[config.mk]
export PLATFORM = sky130hd
export DESIGN_NAME = gecko_writeback
export DESIGN_NICKNAME = d
export VERILOG_FILES = /design/src/hdl/riscv_isa_pkg.sv /design/src/hdl/gecko_wb_pkg.sv /design/src/hdl/gecko_load_align.sv /design/src/hdl/gecko_reg_status_table.sv /design/src/hdl/gecko_writeback.sv /design/src/hdl/gecko_writeback_select.sv
export SDC_FILE = /design/constraint.sdc
export NUM_CORES = 1
export LEC_CHECK = 0
export ABC_AREA = 1
export BUFFER_PORTS_ARGS = -buffer_cell sky130_fd_sc_hd__buf_2
export CAP_MARGIN = 25
export CORE_ASPECT_RATIO = 0.6
export CORE_MARGIN = 1
export CORE_UTILIZATION = 39
export DETAILED_ROUTE_END_ITERATION = 16
export SLEW_MARGIN = 20
export SYNTH_ARGS = -nofsm -noshare
export SYNTH_HDL_FRONTEND = slang
export SYNTH_SLANG_ARGS = --single-unit
[constraint.sdc]
create_clock -name clk -period 5.3 [get_ports clk]
set_clock_uncertainty 0.15 [all_clocks]
set_input_delay 1.325 -clock clk [delete_from_list [all_inputs] [get_ports clk]]
set_output_delay 1.325 -clock clk [all_outputs]
set_load 0.05 [all_outputs]
[src/hdl/riscv_isa_pkg.sv]
// riscv isa package with register, data word and load kind definitions
package riscv_isa_pkg;

    // rv32 word width
    localparam int RISCV_XLEN = 32;

    // x0 through x31
    localparam int RISCV_NUM_REGS = 32;

    // register number
    typedef logic [$clog2(RISCV_NUM_REGS)-1:0] riscv_reg_addr_t;

    // data word as seen by the register file
    typedef logic [RISCV_XLEN-1:0] riscv_word_t;

    // kind of result carried on a writeback stream
    // load encodings follow funct3 of the rv32i load opcode
    // funct3 3'b111 is unused by loads, so it marks a plain alu result
    typedef enum logic [2:0] {
        RISCV_LOAD_LB   = 3'b000,
        RISCV_LOAD_LH   = 3'b001,
        RISCV_LOAD_LW   = 3'b010,
        RISCV_LOAD_LBU  = 3'b100,
        RISCV_LOAD_LHU  = 3'b101,
        RISCV_LOAD_NONE = 3'b111
    } riscv_load_kind_e;

endpackage

[src/hdl/gecko_wb_pkg.sv]
// gecko writeback package with ordering tags, stream payloads and table state
package gecko_wb_pkg;

    import riscv_isa_pkg::*;

    // number of execution unit result streams
    localparam int GECKO_RESULT_PORTS = 3;

    // width of a per-register ordering tag
    localparam int GECKO_REG_STATUS_WIDTH = 2;

    // ordering tag, wraps modulo four
    // must cover the number of results that can be in flight per register
    typedef logic [GECKO_REG_STATUS_WIDTH-1:0] gecko_reg_status_t;

    // byte position of a load inside the memory word
    typedef logic [1:0] gecko_byte_offset_t;

    // one result offered by an execution unit
    typedef struct packed {
        // destination register
        riscv_reg_addr_t    addr;
        // tag given out at issue, must match the table to pass
        gecko_reg_status_t  reg_status;
        // alu result, or the raw memory word for loads
        riscv_word_t        value;
        // none for alu results
        riscv_load_kind_e   load_kind;
        // only meaningful for byte and halfword loads
        gecko_byte_offset_t byte_offset;
    } gecko_result_t;

    // one register file write leaving the scheduler
    typedef struct packed {
        riscv_reg_addr_t addr;
        riscv_word_t     value;
    } gecko_writeback_t;

    // status table sweep state
    typedef enum logic {
        // zeroing entries after reset
        GECKO_TABLE_CLEAR = 1'b0,
        // normal operation
        GECKO_TABLE_READY = 1'b1
    } gecko_table_state_e;

endpackage

[src/hdl/gecko_load_align.sv]
// load result aligner that shifts the addressed byte or halfword down and extends it
module gecko_load_align (
    input  gecko_wb_pkg::gecko_result_t result,
    output riscv_isa_pkg::riscv_word_t value
);

    import riscv_isa_pkg::*;
    import gecko_wb_pkg::*;

    // memory word moved so the addressed byte sits at bit 0
    riscv_word_t shifted;

    // candidate fields after the shift
    logic [7:0]  load_byte;
    logic [15:0] load_half;

    // byte offset times eight
    logic [4:0]  shift_amount;

    assign shift_amount = {result.byte_offset, 3'b000};
    assign shifted      = result.value >> shift_amount;

    assign load_byte = shifted[7:0];
    assign load_half = shifted[15:0];

    // keep the loaded width, then extend
    always_comb begin
        case (result.load_kind)
            RISCV_LOAD_LB: begin
                // sign-extend from bit 7
                value = {{24{load_byte[7]}}, load_byte};
            end
            RISCV_LOAD_LH: begin
                // sign-extend from bit 15
                value = {{16{load_half[15]}}, load_half};
            end
            RISCV_LOAD_LW: begin
                // full word, offset is zero for aligned accesses
                value = shifted;
            end
            RISCV_LOAD_LBU: begin
                value = {24'b0, load_byte};
            end
            RISCV_LOAD_LHU: begin
                value = {16'b0, load_half};
            end
            RISCV_LOAD_NONE: begin
                // alu result, untouched
                value = result.value;
            end
            default: begin
                // unused encodings behave like alu results
                value = result.value;
            end
        endcase
    end

endmodule

[src/hdl/gecko_reg_status_table.sv]
// per-register ordering tag table that zeroes itself one entry per cycle after reset
module gecko_reg_status_table (
    input  logic clk,
    input  logic rst_n,
    input  riscv_isa_pkg::riscv_reg_addr_t [gecko_wb_pkg::GECKO_RESULT_PORTS-1:0] read_addr,
    output gecko_wb_pkg::gecko_reg_status_t [gecko_wb_pkg::GECKO_RESULT_PORTS-1:0] read_status,
    input  logic write_enable,
    input  riscv_isa_pkg::riscv_reg_addr_t write_addr,
    input  gecko_wb_pkg::gecko_reg_status_t write_status,
    output logic table_ready
);

    import riscv_isa_pkg::*;
    import gecko_wb_pkg::*;

    // one tag per architectural register
    gecko_reg_status_t status_mem [RISCV_NUM_REGS];

    // sweep control
    gecko_table_state_e state;
    gecko_table_state_e state_next;
    riscv_reg_addr_t    sweep_addr;
    riscv_reg_addr_t    sweep_addr_next;
    logic               sweep_last;

    // last entry of the sweep
    assign sweep_last = (sweep_addr == riscv_reg_addr_t'(RISCV_NUM_REGS - 1));

    // next state and sweep pointer
    always_comb begin
        state_next      = state;
        sweep_addr_next = sweep_addr;
        case (state)
            GECKO_TABLE_CLEAR: begin
                // one entry per cycle
                sweep_addr_next = sweep_addr + 1'b1;
                if (sweep_last) begin
                    state_next = GECKO_TABLE_READY;
                end
            end
            GECKO_TABLE_READY: begin
                // stays here until the next reset
                state_next = GECKO_TABLE_READY;
            end
            default: begin
                state_next = GECKO_TABLE_CLEAR;
            end
        endcase
    end

    // control state
    // held at entry 0 while rst_n is low, 32 sweep cycles after release
    always_ff @(posedge clk) begin
        if (!rst_n) begin
            state      <= GECKO_TABLE_CLEAR;
            sweep_addr <= '0;
        end else begin
            state      <= state_next;
            sweep_addr <= sweep_addr_next;
        end
    end

    assign table_ready = (state == GECKO_TABLE_READY);

    // single write port
    // sweep owns the port until the table is ready
    always_ff @(posedge clk) begin
        if (state == GECKO_TABLE_CLEAR) begin
            status_mem[sweep_addr] <= '0;
        end else if (write_enable) begin
            status_mem[write_addr] <= write_status;
        end
    end

    // asynchronous reads, one per result port
    // a write shows up on the read ports from the next cycle
    always_comb begin
        for (int k = 0; k < GECKO_RESULT_PORTS; k++) begin
            read_status[k] = status_mem[read_addr[k]];
        end
    end

endmodule

[src/hdl/gecko_writeback.sv]
// gecko writeback scheduler top joining the status table and the result selector
module gecko_writeback (
    input  logic clk,
    input  logic rst_n,
    input  logic [gecko_wb_pkg::GECKO_RESULT_PORTS-1:0] result_valid,
    input  gecko_wb_pkg::gecko_result_t [gecko_wb_pkg::GECKO_RESULT_PORTS-1:0] result,
    output logic [gecko_wb_pkg::GECKO_RESULT_PORTS-1:0] result_ready,
    output logic wb_valid,
    output gecko_wb_pkg::gecko_writeback_t wb,
    input  logic wb_ready
);

    import riscv_isa_pkg::*;
    import gecko_wb_pkg::*;

    // table read side, one lookup per port
    riscv_reg_addr_t   [GECKO_RESULT_PORTS-1:0] read_addr;
    gecko_reg_status_t [GECKO_RESULT_PORTS-1:0] read_status;

    // table write side, driven on acceptance
    logic              write_enable;
    riscv_reg_addr_t   write_addr;
    gecko_reg_status_t write_status;

    // high once the sweep is done
    logic              table_ready;

    // ordering tags
    gecko_reg_status_table table_i (
        .clk(clk),
        .rst_n(rst_n),
        .read_addr(read_addr),
        .read_status(read_status),
        .write_enable(write_enable),
        .write_addr(write_addr),
        .write_status(write_status),
        .table_ready(table_ready)
    );

    // arbitration, alignment and the output register
    gecko_writeback_select select_i (
        .clk(clk),
        .rst_n(rst_n),
        .result_valid(result_valid),
        .result(result),
        .result_ready(result_ready),
        .read_addr(read_addr),
        .read_status(read_status),
        .table_ready(table_ready),
        .write_enable(write_enable),
        .write_addr(write_addr),
        .write_status(write_status),
        .wb_valid(wb_valid),
        .wb(wb),
        .wb_ready(wb_ready)
    );

endmodule

[src/hdl/gecko_writeback_select.sv]
// writeback selector that picks the lowest eligible result port and registers its write
module gecko_writeback_select (
    input  logic clk,
    input  logic rst_n,
    input  logic [gecko_wb_pkg::GECKO_RESULT_PORTS-1:0] result_valid,
    input  gecko_wb_pkg::gecko_result_t [gecko_wb_pkg::GECKO_RESULT_PORTS-1:0] result,
    output logic [gecko_wb_pkg::GECKO_RESULT_PORTS-1:0] result_ready,
    output riscv_isa_pkg::riscv_reg_addr_t [gecko_wb_pkg::GECKO_RESULT_PORTS-1:0] read_addr,
    input  gecko_wb_pkg::gecko_reg_status_t [gecko_wb_pkg::GECKO_RESULT_PORTS-1:0] read_status,
    input  logic table_ready,
    output logic write_enable,
    output riscv_isa_pkg::riscv_reg_addr_t write_addr,
    output gecko_wb_pkg::gecko_reg_status_t write_status,
    output logic wb_valid,
    output gecko_wb_pkg::gecko_writeback_t wb,
    input  logic wb_ready
);

    import riscv_isa_pkg::*;
    import gecko_wb_pkg::*;

    logic [GECKO_RESULT_PORTS-1:0] eligible;
    logic [GECKO_RESULT_PORTS-1:0] grant;
    logic             found;
    logic             can_load;
    logic             accept;
    gecko_result_t    sel_result;
    riscv_word_t      aligned_value;
    gecko_writeback_t wb_next;

    // each port looks up the tag of its own destination register
    // a port is eligible when its tag is the one the table expects next
    always_comb begin
        for (int k = 0; k < GECKO_RESULT_PORTS; k++) begin
            read_addr[k] = result[k].addr;
            eligible[k]  = result_valid[k] && (result[k].reg_status == read_status[k]);
        end
    end

    // fixed priority, port 0 first
    always_comb begin
        grant      = '0;
        found      = 1'b0;
        sel_result = '0;
        for (int k = 0; k < GECKO_RESULT_PORTS; k++) begin
            if (eligible[k] && !found) begin
                grant[k]   = 1'b1;
                sel_result = result[k];
                found      = 1'b1;
            end
        end
    end

    // output register empty or draining this cycle
    assign can_load = !wb_valid || wb_ready;

    // nothing moves while the table is still sweeping
    assign accept = found && can_load && table_ready;

    // ready only toward the winner
    assign result_ready = grant & {GECKO_RESULT_PORTS{can_load && table_ready}};

    // bump the tag so the next result to this register can pass
    assign write_enable = accept;
    assign write_addr   = sel_result.addr;
    assign write_status = gecko_reg_status_t'(sel_result.reg_status + 1'b1);

    // load alignment on the chosen result only
    gecko_load_align align_i (
        .result(sel_result),
        .value(aligned_value)
    );

    assign wb_next = '{addr: sel_result.addr, value: aligned_value};

    // output valid
    // drops when the sink takes the write and nothing new was accepted
    always_ff @(posedge clk) begin
        if (!rst_n) begin
            wb_valid <= 1'b0;
        end else if (can_load) begin
            wb_valid <= accept;
        end
    end

    // output payload, held under back-pressure
    always_ff @(posedge clk) begin
        if (accept) begin
            wb <= wb_next;
        end
    end

endmodule

==> out/results.ini, run 1 <==
[status]
status=complete, no violations

[clock_network]
cts-root-buf=clkbuf_16
postCtsHoldBufs=0
clock_sinks=108
cts-htree-levels=3
clk_pin_slew_ns=0.08
cts_setup_buffers=0
clock_latency_ns=0.37
cts-buffers-inserted=9
clock_path_buffers=2
cts_tree=done
ctsResizeCount=0

[route]
first_iter_violations=1171
wire_per_inst_um=19.9
routed_via_density=5.56
dr.pass1.iters=5
vias=8779
drc_errors=0
ant_nets=0
routed_wl_um=31400

[floorplanning]
rows=40
initial_core_util_pct=40.3
ios=179
die_x_um=189
die_h_um=114
coreArea_um2=20200
dieArea_um2=21500

[yosys]
synth_warnings=0
yosys-top-cells-area=edfxtp_1, nand2_1, nand3_1, nor2_1, inv_1
syn_nets=1290
synth_cell_type_count=36
ys_async_sr_fraction_pct=0
synth_area_per_cell_um2=7.08
synth_seq_cells=108
synthCells=1150
post-synth-top-count-cell=nand2_1
synth_top_area_share_pct=37.3
synth_edf_count=101
netlist_area_um2=8140
synth_top_cell_by_area=edfxtp_1
synth_common_cells=nand2_1, nand3_1, edfxtp_1, nor2_1, inv_1
seq_area_frac_synth_pct=39.0
yosys_most_used_dff=edfxtp_1

[finish]
seqCellArea_um2=3170
multi_input_area_um2=4250
nNetsFinal=1442
fin_cells=1580
n_antenna_cell=0
fill_cells=2090
post-route-util_pct=46.8
drive_gt1_share_pct=21.3
area_growth_pct=16.2

[grt]
grt_pass1_vias=7399
grt_start_max_net_pins=44
grt_pass1_wl_um=47000
antenna_found_initial=0
track_usage_pct=29.4
overflow=0

[critical_path]
cp-start-kind=input pin
crit_path_cell_trace=buf_2 -> buf_4 -> nand2_1 -> nand3_1 -> nand3_1 -> nand2_1 -> nand2_1 -> nand3_1 -> nand2_1 -> nand2_1 -> nand2_1 -> nor2_4 -> nand3_4 -> nor2_1 -> buf_2
cp-end-kind=output pin
cp_slowest_cell=buf_4
critPathMaxFanout=29
worst_ep_required_time_ns=3.83
crit_top_cell=nand2_1
slowest_delay_ns=0.36
arrival_ns=3.58
worstSetupPathType=input pin to output pin

[sta]
setup_tns_ns=0
setup_viol=0
final.period_utilization_pct=95.4
max_slew.worst_pin.slew_ns=0.801
rsz0062_at_grt=false
whs_ns=0.341
hold_viol_final=0
slew_violations=0
finalCriticalPeriod_ns=5.05
slew_headroom_pct=46.0
fmax_mhz=198

[power]
ir_worst_vdd_mv=0.155
netSwitchingFraction_pct=36.2
intPower_mw=1.53
powerDensity_nw_per_um2=253
switchingPower_mw=0.868
comb_power_share_pct=30.3
clock_power_share_pct=29.5
seq_power_share_pct=40.2
leakage_nw=4.44

[placement]
hpwl_um=24300
gp_congestion=0.979
port-buffer-count=178
place_inst=1564

[run]
maxCapViolations=0

[worst_hold_path]
hold_class=flip-flop to flip-flop

==> worst paths after layout <==
check                                              start                         to  slack, ns  depth (start not counted)
worst max-delay path                         result[127]            result_ready[2]       0.25                         15
worst min-delay path               table_i.sweep_addr[4]      table_i.sweep_addr[4]       0.34                          2
worst max register to register  table_i.status_mem[0][0]  table_i.status_mem[31][1]       1.56                         16
worst min register to register     table_i.sweep_addr[4]      table_i.sweep_addr[4]       0.34                          2
==> layout make-up <==
class	instances	area share, %
multi-input combinational	912	44.9
clock buffer	9	2.38
timing repair buffer	207	12.0
tap	273	3.61
sequential	108	33.5
clock inverter	7	0.939
inverter	64	2.62
==> cells by family after synthesis <==
logic type | count (synthesis) | share of synthesized area (%)
AOI/OAI and AO/OA | 55 | 4.21
buffers and inverters | 130 | 8.81
xor gates and xnor gates | 1 | 0.200
and+or+nand+nor | 854 | 47.5
DFF | 108 | 39.0
adders and majority gates | 2 | 0.307
==> power groups by stage <==
stage	sequential (mW)	clock, mW	combinational, mW
5_1_grt	0.965	0.750	0.798
3_5_place_dp	0.983	0	0.702
3_3_place_gp	0.983	0	0.701
4_1_cts	0.964	0.725	0.706
6_report	0.964	0.706	0.727
2_1_floorplan	0.980	0	0.481
==> metal layers <==
metal,routed length (µm),global-route usage (%),part of all wire [%],vias up
met5,0,0,0,-
met4,301,5.16,0.96,0
met3,4560,10.5,15,19
met2,10800,33.8,34,532
met1,15700,49.2,50,4048
li1,-,-,-,4180
==> cell usage in the layout, fill, tap and decap left out, drive strengths merged <==
master  instances
inv            68
o21ai          31
a21oi          10
buf           207
nor2           74
ha              2
nand3b          3
o221ai          1
o22ai           1
edfxtp        101
a31oi           1
xor2            1
clkbuf          9
nand2         434
o211ai         11
nor3b           1
nor3            4
dfxtp           7
or2            18
nand4          21
nand3         299
clkinv          3
==> state kept, by name, indices dropped and copies added (netlist names) <==
register / cells
table_i.table_ready: 1
table_i.status_mem: 64
select_i.wb_valid: 1
select_i.wb: 37
table_i.sweep_addr: 5
==> critical path, delay by kind of cell <==
kind	cells	cell delay [ns]
simple gates	12	1.39
buf+inv	3	0.84
==> metrics by stage <==
| stage | area (µm²) | total power, mW | worst slack (ns) |
|---|---|---|---|
| 6_report | 9460 | 2.40 | 0.246 |
| 5_1_grt | 9460 | 2.51 | 0.0885 |
| 4_1_cts | 9460 | 2.39 | 0.280 |
| 3_5_place_dp | 9150 | 1.69 | 0.286 |
| 3_3_place_gp | 9150 | 1.68 | 0.270 |
| 2_1_floorplan | 8140 | 1.46 | 0.365 |
No activity file was read; power rests on OpenSTA's default activity.
==> inputs of run 2 (changes only) <==
--- a/config.mk
+++ b/config.mk
@@ -11,6 +11,7 @@
 export CORE_ASPECT_RATIO = 0.6
 export CORE_MARGIN = 1
 export CORE_UTILIZATION = 39
+export CTS_CLUSTER_DIAMETER = 100
 export DETAILED_ROUTE_END_ITERATION = 16
 export SLEW_MARGIN = 20
 export SYNTH_ARGS = -nofsm -noshare
==> constraint.sdc (replaced) <==
create_clock -name clk -period 5.5 [get_ports clk]
set_clock_uncertainty 0.15 [all_clocks]
set_input_delay 1.375 -clock clk [delete_from_list [all_inputs] [get_ports clk]]
set_output_delay 1.375 -clock clk [all_outputs]
set_load 0.05 [all_outputs]
==> out/results.ini, run 2 (synthesized netlist as in run 1, its figures left out) <==
[critical_path]
cp-end-kind=output pin
r2r_slack_ns=1.80  ; +0.24 ns
worst_ep_required_time_ns=3.97  ; +0.14 ns
cp-start-kind=input pin
critPathMaxFanout=18  ; -38%
r2r-end=select_i.wb[9]
r2r-start=table_i.status_mem[15][1]
crit_end=result_ready[1]
arrival_ns=3.76  ; +0.18 ns
startpoint=result[40]
worstSetupPathType=input pin to output pin
r2r_cells=18  ; +2

[finish]
reg_top3=table_i.status_mem (64), select_i.wb (37), table_i.sweep_addr (5)
final_common_cell=nand2_1
largest_reg_flops=64  ; unchanged
n_antenna_cell=0  ; unchanged
nNetsFinal=1439  ; -0.21%
drive_gt1_share_pct=21.2  ; -0.18 points
largest_register=table_i.status_mem
final_cell_mix=nand2_1, nand3_1, buf_2, edfxtp_1, nor2_1
fill_cells=2060  ; -1.4%
area_growth_pct=16.0

[clock_network]
cts-buffers-inserted=9  ; unchanged
clock_path_buffers=2  ; unchanged
clock_latency_ns=0.37  ; about the same
postCtsHoldBufs=0  ; unchanged
ctsResizeCount=0  ; unchanged
cts_setup_buffers=0  ; unchanged
cts_tree=done
clock_sinks=108  ; unchanged
clk_pin_slew_ns=0.07  ; about the same
cts-htree-levels=3  ; unchanged
cts-root-buf=clkbuf_16

[worst_hold_path]
worstHoldPathCells=2  ; unchanged
hold_class=flip-flop to flip-flop

[power]
ir_worst_vdd_mv=0.170  ; +9.6%
powerDensity_nw_per_um2=251  ; -0.95%
leakage_nw=4.42  ; -0.36%

[sta]
setup_viol=0  ; unchanged
finalCriticalPeriod_ns=5.28
fin_ws_ns=0.217  ; -0.0286 ns
rsz0062_at_grt=false
hold_viol_final=0  ; unchanged
slew_headroom_pct=50.7  ; +4.7 points
fmax_mhz=189
max_slew.worst_pin.slew_ns=0.732  ; -0.0695 ns
slew_violations=0  ; unchanged
setup_tns_ns=0  ; unchanged
final.period_utilization_pct=96.0

[route]
routed_via_density=5.57  ; +0.20%
wire_per_inst_um=19.6  ; -1.1%
first_iter_violations=1306  ; +12%
ant_nets=0  ; unchanged
routed_wl_um=31000  ; -1.3%
vias=8780  ; +0.011%
drc_errors=0  ; unchanged
dr.pass1.iters=7  ; +2

[floorplanning]
die_h_um=114  ; unchanged
rows=40  ; unchanged
dieArea_um2=21500  ; unchanged
initial_core_util_pct=40.3  ; unchanged
coreArea_um2=20200  ; unchanged
ios=179  ; unchanged
die_x_um=189  ; unchanged

[grt]
grt_start_max_net_pins=41  ; -6.8%
grt_pass1_vias=7409  ; +0.14%
overflow=0  ; unchanged
antenna_found_initial=0  ; unchanged
grt_pass1_wl_um=45900  ; -2.3%
track_usage_pct=28.7  ; -0.71 points

[placement]
post-place-ws_ns=0.354  ; +0.0671 ns
hpwl_um=23200  ; -4.6%
port-buffer-count=178  ; unchanged
gp_congestion=0.962  ; -1.7%

[run]
maxCapViolations=0  ; unchanged

[status]
status=complete, no violations

==> run 2: cell types whose count changed in the layout (fill, tap and decap cells not counted) <==
cell	before	now
clkinvlp_4	0	1
inv_6	1	2
buf_12	2	1
bufinv_16	0	2
clkinv_8	2	0
inv_8	2	1
inv_12	1	0
buf_4	27	25
==> run 2: cell type report <==
class / count / area [µm²] / share of cell area (%)
tap: 273 / 342 / 3.62
clock buffer: 9 / 225 / 2.39
timing repair buffer: 204 / 1100 / 11.6
multi-input combinational: 912 / 4250 / 45.0
sequential: 108 / 3170 / 33.6
inverter: 64 / 248 / 2.62
clock inverter: 7 / 105 / 1.11
==> run 2: how the worst min path moves through the flow <==
stage	startpoint	to	slack [ns]
floorplan	table_i.sweep_addr[4]	table_i.sweep_addr[4]	0.30
global route	table_i.sweep_addr[4]	table_i.sweep_addr[4]	0.38
finish	table_i.sweep_addr[4]	table_i.sweep_addr[4]	0.34
detailed placement	table_i.sweep_addr[4]	table_i.sweep_addr[4]	0.34
global placement	table_i.sweep_addr[4]	table_i.sweep_addr[4]	0.31
CTS	table_i.sweep_addr[4]	table_i.sweep_addr[4]	0.35
==> run 2: power by group <==
group	total, mW	leakage, nW	switching [mW]	internal [mW]
Sequential	0.929	0.920	0.00710	0.922
Combinational	0.700	3.35	0.483	0.216
Clock	0.741	0.159	0.334	0.407
==> run 2: critical path: stages <==
cell,delay [ns]
buf_2,0.44
inv_2,0.30
nand3_1,0.16
nand3_1,0.14
nand2_1,0.12
nand2_1,0.05
nand3_1,0.07
nand2_1,0.10
xor2_2,0.19
nand2_4,0.22
nand2_4,0.16
nor2_1,0.11
buf_2,0.28
==> run 2: stage by stage <==
stage	hold slack [ns]	std cells	power [mW]	util (%)	cell area (µm²)
global placement	0.312	1561	1.62	45.1	9110
finish	0.339	1577	2.37	46.7	9440
global route	0.379	1577	2.47	46.7	9440
detailed placement	0.336	1561	1.62	45.1	9110
floorplan	0.298	1150	1.41	-	8140
CTS	0.346	1577	2.35	46.7	9440
==> run 2: layer usage <==
metal / vias up / wire length, µm / global-route usage, %
li1: 4171 / - / -
met1: 4031 / 15100 / 47.0
met2: 541 / 10900 / 33.2
met3: 37 / 4510 / 11.1
met4: 0 / 460 / 6.02
met5: - / 0 / 0
